## src/hdl/leaf_cfg.svh

```systemverilog
`ifndef LEAF_CFG_SVH
`define LEAF_CFG_SVH

// ======================================================================
// packet format on the tree side
// ======================================================================

`define LEAF_PACKET_BITS 49
`define LEAF_PAYLOAD_BITS 32
`define LEAF_ID_BITS 5
`define LEAF_PORT_BITS 4
`define LEAF_ADDR_BITS 7

// ======================================================================
// user side of the leaf
// ======================================================================

`define LEAF_NUM_IN_PORTS 3
`define LEAF_NUM_OUT_PORTS 6
`define LEAF_FIFO_DEPTH 4   // words per input queue.

`endif
```

## src/hdl/leaf_pkg.sv

```systemverilog
`include "leaf_cfg.svh"

package leaf_pkg;

    // one word on a user port.
    typedef logic [`LEAF_PAYLOAD_BITS-1:0] word_t;

    // Destination of an outbound packet, as held in the route table.
    typedef struct packed {
        logic [`LEAF_ID_BITS-1:0]   leaf;   // destination leaf.
        logic [`LEAF_PORT_BITS-1:0] port;   // port on that leaf.
    } route_t;

    // packet on the tree bus, msb first.
    typedef struct packed {
        logic                       vld;
        logic [`LEAF_ID_BITS-1:0]   dest_leaf;
        logic [`LEAF_PORT_BITS-1:0] dest_port;
        logic [`LEAF_ADDR_BITS-1:0] addr;      // table index or user output port.
        word_t                      payload;
    } packet_t;

endpackage

```

## src/hdl/leaf_i3o6.sv

```systemverilog
`include "leaf_cfg.svh"

module leaf_i3o6 import leaf_pkg::*; #(
    parameter logic [`LEAF_ID_BITS-1:0] LEAF_ID = 5'd3
) (
    input  logic                         clk,
    input  logic                         rst_n,
    input  logic [`LEAF_PACKET_BITS-1:0] din_leaf_bft2interface,
    output logic [`LEAF_PACKET_BITS-1:0] dout_leaf_interface2bft,
    input  logic                         resend,
    input  logic                         ap_start
);

    word_t [`LEAF_NUM_IN_PORTS-1:0]  in_data;
    logic [`LEAF_NUM_IN_PORTS-1:0]   in_vld;
    logic [`LEAF_NUM_IN_PORTS-1:0]   in_ack;
    word_t [`LEAF_NUM_OUT_PORTS-1:0] out_data;
    logic [`LEAF_NUM_OUT_PORTS-1:0]  out_vld;
    logic [`LEAF_NUM_OUT_PORTS-1:0]  out_ack;
    logic                            user_rst_n;

    leaf_interface #(
        .LEAF_ID(LEAF_ID)
    ) leaf_interface_i (
        .clk                    (clk),
        .rst_n                  (rst_n),
        .din_leaf_bft2interface (din_leaf_bft2interface),
        .dout_leaf_interface2bft(dout_leaf_interface2bft),
        .resend                 (resend),
        .ap_start               (ap_start),
        .in_data                (in_data),
        .in_vld                 (in_vld),
        .in_ack                 (in_ack),
        .out_data               (out_data),
        .out_vld                (out_vld),
        .out_ack                (out_ack),
        .user_rst_n             (user_rst_n)
    );

    user_kernel user_kernel_i (
        .clk       (clk),
        .user_rst_n(user_rst_n),
        .in_data   (in_data),
        .in_vld    (in_vld),
        .in_ack    (in_ack),
        .out_data  (out_data),
        .out_vld   (out_vld),
        .out_ack   (out_ack)
    );

endmodule

```

## src/hdl/user_kernel.sv

```systemverilog
`include "leaf_cfg.svh"

module user_kernel import leaf_pkg::*; (
    input  logic                            clk,
    input  logic                            user_rst_n,
    input  word_t [`LEAF_NUM_IN_PORTS-1:0]  in_data,
    input  logic [`LEAF_NUM_IN_PORTS-1:0]   in_vld,
    output logic [`LEAF_NUM_IN_PORTS-1:0]   in_ack,
    output word_t [`LEAF_NUM_OUT_PORTS-1:0] out_data,
    output logic [`LEAF_NUM_OUT_PORTS-1:0]  out_vld,
    input  logic [`LEAF_NUM_OUT_PORTS-1:0]  out_ack
);

    word_t       a;
    word_t       b;
    word_t       c;
    logic        free_ab;
    logic        free_c;
    logic        take_ab;
    logic        take_c;
    word_t [2:0] pair_q;       // sum, difference, maximum.
    logic [2:0]  pair_vld_q;
    word_t [2:0] strm_q;       // word, running sum, running count.
    logic [2:0]  strm_vld_q;
    word_t       sum_q;
    word_t       cnt_q;
    word_t       sum_next;
    word_t       cnt_next;

    assign a = in_data[0];
    assign b = in_data[1];
    assign c = in_data[2];

    // a group accepts new input only when every one of its results can be replaced.
    assign free_ab = &(~pair_vld_q | out_ack[2:0]);
    assign free_c  = &(~strm_vld_q | out_ack[5:3]);
    assign take_ab = in_vld[0] && in_vld[1] && free_ab;
    assign take_c  = in_vld[2] && free_c;

    assign in_ack   = {take_c, take_ab, take_ab};   // a and b leave as a pair.
    assign out_data = {strm_q, pair_q};
    assign out_vld  = {strm_vld_q, pair_vld_q};

    // ======================================================================
    // pairing group, outputs 1 to 3
    // ======================================================================

    always_ff @(posedge clk) begin
        if (take_ab) begin
            pair_q[0] <= a + b;
            pair_q[1] <= a - b;
            pair_q[2] <= (a > b) ? a : b;
        end
    end

    always_ff @(posedge clk) begin
        if (!user_rst_n) begin
            pair_vld_q <= '0;
        end else if (take_ab) begin
            pair_vld_q <= '1;
        end else begin
            pair_vld_q <= pair_vld_q & ~out_ack[2:0];
        end
    end

    // ======================================================================
    // stream group, outputs 4 to 6
    // ======================================================================

    assign sum_next = sum_q + c;       // wraps at 32 bits.
    assign cnt_next = cnt_q + 1'b1;

    always_ff @(posedge clk) begin
        if (take_c) begin
            strm_q[0] <= c;
            strm_q[1] <= sum_next;
            strm_q[2] <= cnt_next;
        end
    end

    always_ff @(posedge clk) begin
        if (!user_rst_n) begin
            strm_vld_q <= '0;
            sum_q      <= '0;
            cnt_q      <= '0;
        end else begin
            if (take_c) begin
                strm_vld_q <= '1;
                sum_q      <= sum_next;
                cnt_q      <= cnt_next;
            end else begin
                strm_vld_q <= strm_vld_q & ~out_ack[5:3];
            end
        end
    end

endmodule

```

## src/hdl/leaf_interface.sv

```systemverilog
`include "leaf_cfg.svh"

module leaf_interface import leaf_pkg::*; #(
    parameter logic [`LEAF_ID_BITS-1:0] LEAF_ID = 5'd3
) (
    input  logic                            clk,
    input  logic                            rst_n,
    input  packet_t                         din_leaf_bft2interface,
    output packet_t                         dout_leaf_interface2bft,
    input  logic                            resend,
    input  logic                            ap_start,
    output word_t [`LEAF_NUM_IN_PORTS-1:0]  in_data,
    output logic [`LEAF_NUM_IN_PORTS-1:0]   in_vld,
    input  logic [`LEAF_NUM_IN_PORTS-1:0]   in_ack,
    input  word_t [`LEAF_NUM_OUT_PORTS-1:0] out_data,
    input  logic [`LEAF_NUM_OUT_PORTS-1:0]  out_vld,
    output logic [`LEAF_NUM_OUT_PORTS-1:0]  out_ack,
    output logic                            user_rst_n
);

    localparam int NUM_IN   = `LEAF_NUM_IN_PORTS;
    localparam int IDX_BITS = $clog2(`LEAF_NUM_OUT_PORTS + 1);

    logic [NUM_IN-1:0]   push;
    logic [NUM_IN-1:0]   full;
    word_t               push_data;
    logic                cfg_we;
    logic [IDX_BITS-1:0] cfg_idx;
    route_t              cfg_route;
    logic                started;

    // the kernel stays in reset until the first ap_start.
    always_ff @(posedge clk) begin
        if (!rst_n) begin
            started <= 1'b0;
        end else if (ap_start) begin
            started <= 1'b1;
        end
    end

    assign user_rst_n = rst_n && started;

    leaf_rx #(
        .LEAF_ID(LEAF_ID)
    ) rx_i (
        .clk      (clk),
        .rst_n    (rst_n),
        .din      (din_leaf_bft2interface),
        .full     (full),
        .push     (push),
        .push_data(push_data),
        .cfg_we   (cfg_we),
        .cfg_idx  (cfg_idx),
        .cfg_route(cfg_route)
    );

    for (genvar i = 0; i < NUM_IN; i++) begin : g_in_q
        leaf_fifo #(
            .item_t(word_t),
            .DEPTH (`LEAF_FIFO_DEPTH)
        ) in_q_i (
            .clk      (clk),
            .rst_n    (rst_n),
            .push     (push[i]),
            .push_data(push_data),
            .pop      (in_ack[i]),   // the kernel acks only a valid word.
            .full     (full[i]),
            .pop_data (in_data[i]),
            .pop_vld  (in_vld[i])
        );
    end

    leaf_tx tx_i (
        .clk      (clk),
        .rst_n    (rst_n),
        .resend   (resend),
        .cfg_we   (cfg_we),
        .cfg_idx  (cfg_idx),
        .cfg_route(cfg_route),
        .out_data (out_data),
        .out_vld  (out_vld),
        .out_ack  (out_ack),
        .dout     (dout_leaf_interface2bft)
    );

endmodule

```

## src/hdl/leaf_tx.sv

```systemverilog
`include "leaf_cfg.svh"

module leaf_tx import leaf_pkg::*; (
    input  logic                                     clk,
    input  logic                                     rst_n,
    input  logic                                     resend,
    input  logic                                     cfg_we,
    input  logic [$clog2(`LEAF_NUM_OUT_PORTS+1)-1:0] cfg_idx,
    input  route_t                                   cfg_route,
    input  word_t [`LEAF_NUM_OUT_PORTS-1:0]          out_data,
    input  logic [`LEAF_NUM_OUT_PORTS-1:0]           out_vld,
    output logic [`LEAF_NUM_OUT_PORTS-1:0]           out_ack,
    output packet_t                                  dout
);

    localparam int NUM_OUT   = `LEAF_NUM_OUT_PORTS;
    localparam int IDX_BITS  = $clog2(NUM_OUT + 1);
    localparam int ADDR_BITS = `LEAF_ADDR_BITS;

    route_t              route_tbl [NUM_OUT];
    logic [IDX_BITS-1:0] rr_last;   // port index of the last grant.
    logic [IDX_BITS-1:0] grant_idx;
    logic                found;
    logic                grant;
    packet_t             pkt_next;
    packet_t             pkt_q;

    // ======================================================================
    // route table
    // ======================================================================

    always_ff @(posedge clk) begin
        if (!rst_n) begin
            for (int i = 0; i < NUM_OUT; i++) begin
                route_tbl[i] <= '0;
            end
        end else if (cfg_we && (cfg_idx != '0) && (cfg_idx <= NUM_OUT)) begin
            route_tbl[cfg_idx - 1'b1] <= cfg_route;   // entries are numbered from 1.
        end
    end

    // ======================================================================
    // round-robin arbiter
    // ======================================================================

    always_comb begin
        int cand;
        found     = 1'b0;
        grant_idx = '0;
        for (int i = 1; i <= NUM_OUT; i++) begin
            cand = (int'(rr_last) + i) % NUM_OUT;
            if (!found && out_vld[cand]) begin
                found     = 1'b1;
                grant_idx = IDX_BITS'(cand);
            end
        end
    end

    assign grant = found && !resend;   // resend freezes the arbiter too.

    always_comb begin
        out_ack = '0;
        if (grant) begin
            out_ack[grant_idx] = 1'b1;
        end
    end

    always_ff @(posedge clk) begin
        if (!rst_n) begin
            rr_last <= IDX_BITS'(NUM_OUT - 1);   // port 1 wins first.
        end else if (grant) begin
            rr_last <= grant_idx;
        end
    end

    // ======================================================================
    // outbound packet register
    // ======================================================================

    always_comb begin
        pkt_next           = '0;
        pkt_next.vld       = 1'b1;
        pkt_next.dest_leaf = route_tbl[grant_idx].leaf;
        pkt_next.dest_port = route_tbl[grant_idx].port;
        pkt_next.addr      = ADDR_BITS'(grant_idx) + 1'b1;
        pkt_next.payload   = out_data[grant_idx];
    end

    always_ff @(posedge clk) begin
        if (!rst_n) begin
            pkt_q <= '0;
        end else if (!resend) begin
            pkt_q <= grant ? pkt_next : '0;   // a packet lasts one cycle.
        end
    end

    assign dout = resend ? '0 : pkt_q;

    assert property (@(posedge clk) disable iff (!rst_n) $onehot0(out_ack));

endmodule

```

## src/hdl/leaf_rx.sv

```systemverilog
`include "leaf_cfg.svh"

module leaf_rx import leaf_pkg::*; #(
    parameter logic [`LEAF_ID_BITS-1:0] LEAF_ID = 5'd3
) (
    input  logic                                clk,
    input  logic                                rst_n,
    input  packet_t                             din,
    input  logic [`LEAF_NUM_IN_PORTS-1:0]       full,
    output logic [`LEAF_NUM_IN_PORTS-1:0]       push,
    output word_t                               push_data,
    output logic                                cfg_we,
    output logic [$clog2(`LEAF_NUM_OUT_PORTS+1)-1:0] cfg_idx,
    output route_t                              cfg_route
);

    localparam int NUM_IN   = `LEAF_NUM_IN_PORTS;
    localparam int IDX_BITS = $clog2(`LEAF_NUM_OUT_PORTS + 1);

    logic              hit;
    logic              is_cfg;
    logic              is_data;
    logic [NUM_IN-1:0] want;

    // ======================================================================
    // address decode
    // ======================================================================

    assign hit     = din.vld && (din.dest_leaf == LEAF_ID);
    assign is_cfg  = hit && (din.dest_port == '0);
    assign is_data = hit && (din.dest_port != '0) && (din.dest_port <= NUM_IN);

    always_comb begin
        want = '0;
        for (int i = 0; i < NUM_IN; i++) begin
            if (is_data && (din.dest_port == `LEAF_PORT_BITS'(i + 1))) begin
                want[i] = 1'b1;   // data port n feeds queue n-1.
            end
        end
    end

    assign push      = want & ~full;   // a word for a full queue is lost.
    assign push_data = din.payload;

    // ======================================================================
    // route table writes
    // ======================================================================

    assign cfg_we    = is_cfg;
    assign cfg_idx   = din.addr[IDX_BITS-1:0];
    assign cfg_route = route_t'(din.payload[$bits(route_t)-1:0]);

    // only ports 0 to 3 exist on this leaf.
    assert property (@(posedge clk) disable iff (!rst_n)
        hit |-> (din.dest_port <= NUM_IN));

    // flags a word dropped because its queue was full.
    assert property (@(posedge clk) disable iff (!rst_n)
        (want & full) == '0)
    else $warning("leaf_rx: input queue full, packet dropped");

endmodule

```

## src/hdl/leaf_fifo.sv

```systemverilog
module leaf_fifo #(
    parameter type item_t = logic [31:0],
    parameter int  DEPTH  = 4
) (
    input  logic  clk,
    input  logic  rst_n,
    input  logic  push,
    input  item_t push_data,
    input  logic  pop,
    output logic  full,
    output item_t pop_data,
    output logic  pop_vld
);

    localparam int PTR_BITS = (DEPTH > 1) ? $clog2(DEPTH) : 1;

    item_t               mem [DEPTH];
    logic [PTR_BITS-1:0] wr_ptr;
    logic [PTR_BITS-1:0] rd_ptr;
    logic [PTR_BITS:0]   count;

    assign full     = (count == (PTR_BITS + 1)'(DEPTH));
    assign pop_vld  = (count != '0);
    assign pop_data = mem[rd_ptr];

    always_ff @(posedge clk) begin
        if (push) begin
            mem[wr_ptr] <= push_data;
        end
    end

    always_ff @(posedge clk) begin
        if (!rst_n) begin
            wr_ptr <= '0;
            rd_ptr <= '0;
            count  <= '0;
        end else begin
            if (push) begin
                wr_ptr <= (wr_ptr == PTR_BITS'(DEPTH - 1)) ? '0 : wr_ptr + 1'b1;
            end
            if (pop) begin
                rd_ptr <= (rd_ptr == PTR_BITS'(DEPTH - 1)) ? '0 : rd_ptr + 1'b1;
            end
            case ({push, pop})
                2'b10:   count <= count + 1'b1;
                2'b01:   count <= count - 1'b1;
                default: count <= count;
            endcase
        end
    end

    // the producer checks full and the consumer acks only a valid word.
    assert property (@(posedge clk) disable iff (!rst_n) push |-> !full);
    assert property (@(posedge clk) disable iff (!rst_n) pop |-> pop_vld);

endmodule

```

## config.mk

```make
export PLATFORM = sky130hd
export DESIGN_NAME = leaf_i3o6
export DESIGN_NICKNAME = d
export VERILOG_FILES = /design/src/hdl/leaf_pkg.sv /design/src/hdl/leaf_i3o6.sv /design/src/hdl/user_kernel.sv /design/src/hdl/leaf_interface.sv /design/src/hdl/leaf_tx.sv /design/src/hdl/leaf_rx.sv /design/src/hdl/leaf_fifo.sv
export VERILOG_INCLUDE_DIRS = /design/src /design/src/hdl
export SDC_FILE = /design/constraint.sdc
export NUM_CORES = 1
export LEC_CHECK = 0
export ABC_AREA = 1
export BUFFER_PORTS_ARGS = -buffer_cell sky130_fd_sc_hd__buf_2
export CAP_MARGIN = 20
export CORE_MARGIN = 2
export CORE_UTILIZATION = 55
export DETAILED_ROUTE_END_ITERATION = 10
export GPL_TIMING_DRIVEN = 1
export PLACE_DENSITY = 0.7
export SLEW_MARGIN = 15
export SYNTH_ARGS = -nofsm -noshare
export SYNTH_HDL_FRONTEND = slang
export SYNTH_SLANG_ARGS = --single-unit
```

## constraint.sdc

```tcl
create_clock -name clk -period 10 [get_ports clk]
set_input_delay 1 -clock clk [delete_from_list [all_inputs] [get_ports clk]]
set_output_delay 1 -clock clk [all_outputs]
set_load 0.05 [all_outputs]
```

==> results.py, run 1 <==
metrics = {
    "run_status": {
        "status": "finished, final reports clean",
    },
    "synthesis": {
        "synth.top_cell.area_share_pct": 51.1,
        "synth_area_leaders": "edfxtp_1 (51%), dfxtp_1 (8.0%), nand2_1 (7.1%)",
        "synth-seq-cells": 776,
        "synthArstFlopShare_pct": 0,
        "synth.avg_cell_area_um2": 9.78,
        "synth_edf_count": 629,
        "yosysUniqueCellTypes": 55,
        "yosys_warnings": 0,
        "synth_top_area_cell": "edfxtp_1",
        "yosysSeqAreaShare_pct": 59.1,
        "yosysMostFrequentCell": "nand2_1",
        "synth_area_um2": 36900,
        "synthCells": 3777,
        "synth-main-ff-cell": "edfxtp_1",
        "ys_top_cells_by_count": "nand2_1 (699), edfxtp_1 (629), nor2_1 (533)",
    },
    "floorplanning": {
        "core_area_um2": 66100,
        "rows": 94,
        "dieWidth_um": 263,
        "initial_core_util_pct": 55.9,
        "ios": 102,
        "die_h_um": 263,
        "dieArea_um2": 69200,
    },
    "job": {
        "max-cap-violations": 0,
    },
    "global_route": {
        "grt_max_degree": 165,
        "antenna_found_initial": 4,
        "grt_overflow": 0,
        "grt_usage_pct": 25.6,
        "grt_pass1_wl_um": 137000,
        "first_global_vias": 24300,
    },
    "placed_design": {
        "dpl-instance-area_um2": 38000,
        "place_ws_ps": 3740,
        "place_congestion": 0.896,
        "place_inst": 4596,
        "io_buffers": 94,
        "place_hpwl_um": 58500,
    },
    "setup_path": {
        "worstPathMaxFanout": 70,
        "cp-end-kind": "flop",
        "reg2reg_from": "leaf_interface_i.tx_i.rr_last[0]",
        "max_stage_delay_ps": 780,
        "critPathLaunch": "leaf_interface_i.tx_i.rr_last[0]",
        "critPathKind": "flop to flop",
        "critPathLaunchType": "flop",
        "cp_slowest_cell": "dfxtp_1",
        "worstPathArrival_ps": 6760,
        "cp.required_ps": 10510,
    },
    "timing": {
        "hold_violations": 0,
        "timing.final.crit_share_pct": 62.4,
        "rsz0062_at_grt": "no",
        "tns_ps": 0,
        "maxSlewViolCount": 0,
        "layout_min_cycle_time_ps": 6240,
        "timing.fmax_mhz": 160,
        "setup_slack_ps": 3760,
        "finClkSkew_ps": 34.4,
        "max_slew.worst_pin.slew_ps": 1120,
        "max_slew_margin_pct": 25.3,
        "finalSetupViolCount": 0,
    },
    "detailed_routing": {
        "ant_nets": 0,
        "drt-total-wl_um": 89200,
        "vias": 26200,
        "drtIter0Drc": 2672,
        "vias_per_cell": 5.51,
        "drc": 0,
        "firstDrtPassIters": 5,
        "wl_per_cell_um": 18.8,
    },
    "min_path": {
        "worstHoldStart": "leaf_interface_i.tx_i.pkt_q[35]",
        "hold_class": "flop to flop",
    },
    "layout": {
        "fin_area_um2": 40700,
        "nNetsFinal": 4005,
        "finalNonFillerCells": 4752,
        "drive_gt1_share_pct": 8.29,
        "synthToLayoutAreaGrowth_pct": 10.3,
        "fillCellCount": 5485,
    },
    "clock_tree": {
        "post_cts_buffers": 0,
        "cts_buffers": 81,
        "clk_latency_ps": 640,
        "h-tree-depth": 3,
        "cts-root-buf": "clkbuf_16",
        "cts_tree": "yes",
        "hold_buffers": 0,
        "path_clk_slew_ps": 60,
        "cts_buffer_depth": 3,
        "cts.sinks": 776,
        "cts-resized-gates": 0,
    },
    "pwr": {
        "power.density_nw_per_um2": 313,
        "ir_drop_uv": 485,
        "p_leak_nw": 16.2,
        "total_power_mw": 12.7,
    },
}
## worst max-delay path: cells and delay by family, from the launching register on
kind	cells	cell delay [ps]
buf+inv	4	880
flops	1	780
simple gates	18	2590
compound gates	5	640
fa+ha+maj	4	1150
## power breakdown
part | internal (mW) | switching (mW)
logic | 1.43 | 4.26
registers | 3.97 | 0.154
clock network | 1.69 | 1.24
## registers in the layout, indices dropped and copies added (netlist names), named ones only
| name | cells |
|---|---|
| leaf_interface_i.g_in_q.in_q_i.count | 9 |
| leaf_interface_i.g_in_q.in_q_i.mem | 384 |
| leaf_interface_i.g_in_q.in_q_i.rd_ptr | 6 |
| leaf_interface_i.g_in_q.in_q_i.wr_ptr | 6 |
| leaf_interface_i.started | 1 |
| leaf_interface_i.tx_i.pkt_q | 46 |
| leaf_interface_i.tx_i.route_tbl | 54 |
| leaf_interface_i.tx_i.rr_last | 3 |
| user_kernel_i.cnt_q | 32 |
| user_kernel_i.out_data | 191 |
| user_kernel_i.pair_vld_q | 3 |
| user_kernel_i.strm_vld_q | 3 |
| user_kernel_i.sum_q | 32 |
## routing by layer
| metal | share of wire [%] | track usage (%) | routed length (µm) | vias up |
|---|---|---|---|---|
| li1 | - | - | - | 12900 |
| met1 | 46 | 36.7 | 40600 | 12400 |
| met2 | 46 | 41.1 | 40800 | 769 |
| met3 | 6.4 | 3.38 | 5670 | 128 |
| met4 | 2.3 | 7.37 | 2070 | 2 |
| met5 | 0.015 | 0 | 13 | - |
## cell type report
cell class | count | area, µm² | share of cell area [%]
sequential | 776 | 21800 | 53.6
clock buffer | 103 | 2200 | 5.41
inverter | 396 | 1490 | 3.65
clock inverter | 46 | 382 | 0.937
antenna | 3 | 7.51 | 0.0184
timing repair buffer | 128 | 788 | 1.94
multi-input combinational | 2436 | 12900 | 31.8
tap | 864 | 1080 | 2.65
## worst paths after layout
kind | endpoint | slack (ps) | cells past startpoint
worst min register to register | leaf_interface_i.tx_i.pkt_q[35] | 450 | 2
worst max register to register | leaf_interface_i.g_in_q[1].in_q_i.count[2] | 3760 | 31
worst min-delay path | leaf_interface_i.tx_i.pkt_q[35] | 450 | 2
worst max-delay path | leaf_interface_i.g_in_q[1].in_q_i.count[2] | 3760 | 31
## stage by stage
stage | hold slack (ps) | util [%]
3_5_place_dp | 436 | 57.6
3_3_place_gp | 438 | 57.6
4_1_cts | 445 | 61.5
6_report | 445 | 61.6
2_1_floorplan | 422 | -
5_1_grt | 464 | 61.6
## kinds of logic (layout without fill, tap and decap cells)
group	Yosys count	count (layout)	synth area share, %
AO/OA/AOI/OAI	691	691	10.7
XOR/XNOR	122	122	2.89
adder cells (fa/ha/maj)	133	133	4.63
buffers and inverters	567	673	6.15
flip-flops	776	776	59.1
other	1	6	0.0102
AND/OR/NAND/NOR	1487	1487	16.5
## layout by cell type, fill, tap and decap left out, types with 104 or more instances in the layout
cell,n
xor2_1,104
nand2_1,699
nand3_1,141
dfxtp_1,144
o21ai_0,284
inv_1,377
ha_1,127
edfxtp_1,629
a21oi_1,207
nor2_1,519
Note: power is estimated with default switching activity, not from simulation.
==> inputs of run 2 (changes only) <==
- PLACE_DENSITY: 0.7 -> 0.72
- clock period: 10 -> 5.18 ns (I/O delays scaled with it)
==> run 2 against run 1 <==
Fmax up 35%. Clock-buffer cell count up 2. Clock skew down 5.8 ps. Die area unchanged. Critical path type unchanged. Core utilization up 0.44 points. Cell count up 0.25%.
==> results.py, run 2 (same netlist as run 1, synthesis figures left out) <==
metrics = {
    "setup_path": {
        "critPathLaunchType": "flop",
        "cp.required_ps": 5500,
        "max_stage_delay_ps": 480,
        "worstPathArrival_ps": 4970,
        "cp_slowest_cell": "fa_1",
        "worstPathMaxFanout": 60,
        "cpMostUsedCell": "nand2_1",
        "cp-end-kind": "flop",
        "critPathKind": "flop to flop",
        "crit_chain": "inv_2 > nand2_1 > a32oi_1 > inv_1 > fa_1 > nand3b_1 > nand2_1 > inv_1 > o21a_1 > o21bai_1 > nand3_1 > nand2_1 > nand2_1 > nand2_1 > a21oi_1 > buf_4 > o2111ai_1 > nand2_1 > inv_1 > buf_12 > o21ai_0",
    },
    "clock_tree": {
        "cts_buffers": 80,
        "post_cts_buffers": 0,
        "h-tree-depth": 3,
        "cts_buffer_depth": 3,
        "path_clk_slew_ps": 60,
        "cts_tree": "yes",
        "cts-resized-gates": 0,
        "hold_buffers": 0,
        "cts-root-buf": "clkbuf_16",
        "clk_latency_ps": 640,
        "cts.sinks": 776,
    },
    "layout": {
        "finalNonFillerCells": 4764,
        "diodes": 0,
        "fin_util_pct": 62.0,
        "largest_register_ff_count": 384,
        "nNetsFinal": 4023,
        "synthToLayoutAreaGrowth_pct": 11.0,
        "drive_gt1_share_pct": 9.15,
        "regMostFlops": "leaf_interface_i.g_in_q.in_q_i.mem",
        "final_common_cell": "nand2_1",
        "fin_area_um2": 41000,
        "mostFrequentLayoutCells": "nand2_1 (697), edfxtp_1 (629), nor2_1 (518)",
    },
    "detailed_routing": {
        "drc": 0,
        "ant_nets": 0,
        "vias": 26200,
        "vias_per_cell": 5.51,
        "drt-total-wl_um": 88800,
        "drtIter0Drc": 2473,
        "wl_per_cell_um": 18.6,
        "firstDrtPassIters": 6,
    },
    "pwr": {
        "power.density_nw_per_um2": 594,
        "total_power_mw": 24.4,
        "p_leak_nw": 16.3,
        "ir_drop_uv": 1220,
        "p_sw_mw": 10.5,
        "power.internal_mw": 13.9,
        "switching_share_pct": 43.0,
        "pwr-share-clk_pct": 23.2,
        "seq_power_share_pct": 32.8,
        "pwr-share-comb_pct": 44.0,
    },
    "timing": {
        "tns_ps": 0,
        "max_slew.worst_pin.slew_ps": 1090,
        "layout_min_cycle_time_ps": 4640,
        "timing.fmax_mhz": 215,
        "hold_violations": 0,
        "max_slew_margin_pct": 27.4,
        "timing.final.crit_share_pct": 89.6,
        "setup_slack_ps": 538,
        "finalSetupViolCount": 0,
        "finClkSkew_ps": 28.6,
        "maxSlewViolCount": 0,
        "hold_ws_ps": 90.8,
    },
    "floorplanning": {
        "dieArea_um2": 69200,
        "initial_core_util_pct": 55.9,
        "rows": 94,
        "dieWidth_um": 263,
        "core_area_um2": 66100,
        "ios": 102,
        "die_h_um": 263,
    },
    "placed_design": {
        "io_buffers": 94,
        "dpl-instance-area_um2": 38300,
        "place_hpwl_um": 60700,
        "place_inst": 4614,
        "place_ws_ps": 537,
        "place_congestion": 0.925,
    },
    "global_route": {
        "grt_max_degree": 163,
        "antenna_found_initial": 2,
        "first_global_vias": 24500,
        "grt_usage_pct": 25.5,
        "grt_overflow": 0,
        "grt_pass1_wl_um": 137000,
    },
    "job": {
        "max-cap-violations": 0,
    },
    "min_path": {
        "hold_class": "input port to flop",
    },
    "run_status": {
        "status": "finished, final reports clean",
    },
}
==> run 2: changes by cell type in the layout (fill, tap and decap cells not counted), moves of 4 or more <==
cell,change
buf_4,+15
nand3_1,-7
nand3_2,+7
clkinvlp_4,-6
buf_12,+4
==> run 2: worst paths after layout <==
kind	from	to	slack [ps]	cells after the start
worst max-delay path	flop	user_kernel_i.out_data[67]	540	21
worst min-delay path	ap_start	leaf_interface_i.started	90	3
worst max register to register	flop	user_kernel_i.out_data[67]	540	21
worst min register to register	leaf_interface_i.tx_i.pkt_q[35]	leaf_interface_i.tx_i.pkt_q[35]	440	2
==> run 2: area by class of cell <==
class	instances	area (µm²)
clock buffers	105	2200
clock inverters	40	357
fillers	5326	25100
inverters	396	1490
multi-input cells	2436	13000
flip-flops and latches	776	21800
well taps	864	1080
repair buffers	147	1000
==> run 2: power groups by stage <==
stage | clock [mW] | combinational [mW] | sequential, mW
after floorplan | 0 | 7.81 | 8.01
after global placement | 0 | 10.4 | 8.09
after detailed placement | 0 | 10.6 | 8.11
after CTS | 5.72 | 10.7 | 7.99
after global routing | 5.96 | 11.9 | 8.07
final | 5.65 | 10.7 | 7.99
==> run 2: routing by layer <==
| layer | global-route usage (%) | part of all wire [%] | wire length, µm | vias to the layer above |
|---|---|---|---|---|
| li1 | - | - | - | 12900 |
| met3 | 2.90 | 7.0 | 6240 | 118 |
| met1 | 36.3 | 44 | 39400 | 12400 |
| met5 | 0 | 0 | 0 | - |
| met2 | 41.7 | 46 | 41300 | 853 |
| met4 | 7.24 | 2.1 | 1900 | 0 |
==> run 2: worst max-delay path, delay by kind of cell (launching register included) <==
family          cells  cell delay (ps)
fa+ha+maj           1              480
flops               1              410
simple gates        8              980
compound gates      6             1440
buf+inv             6             1000
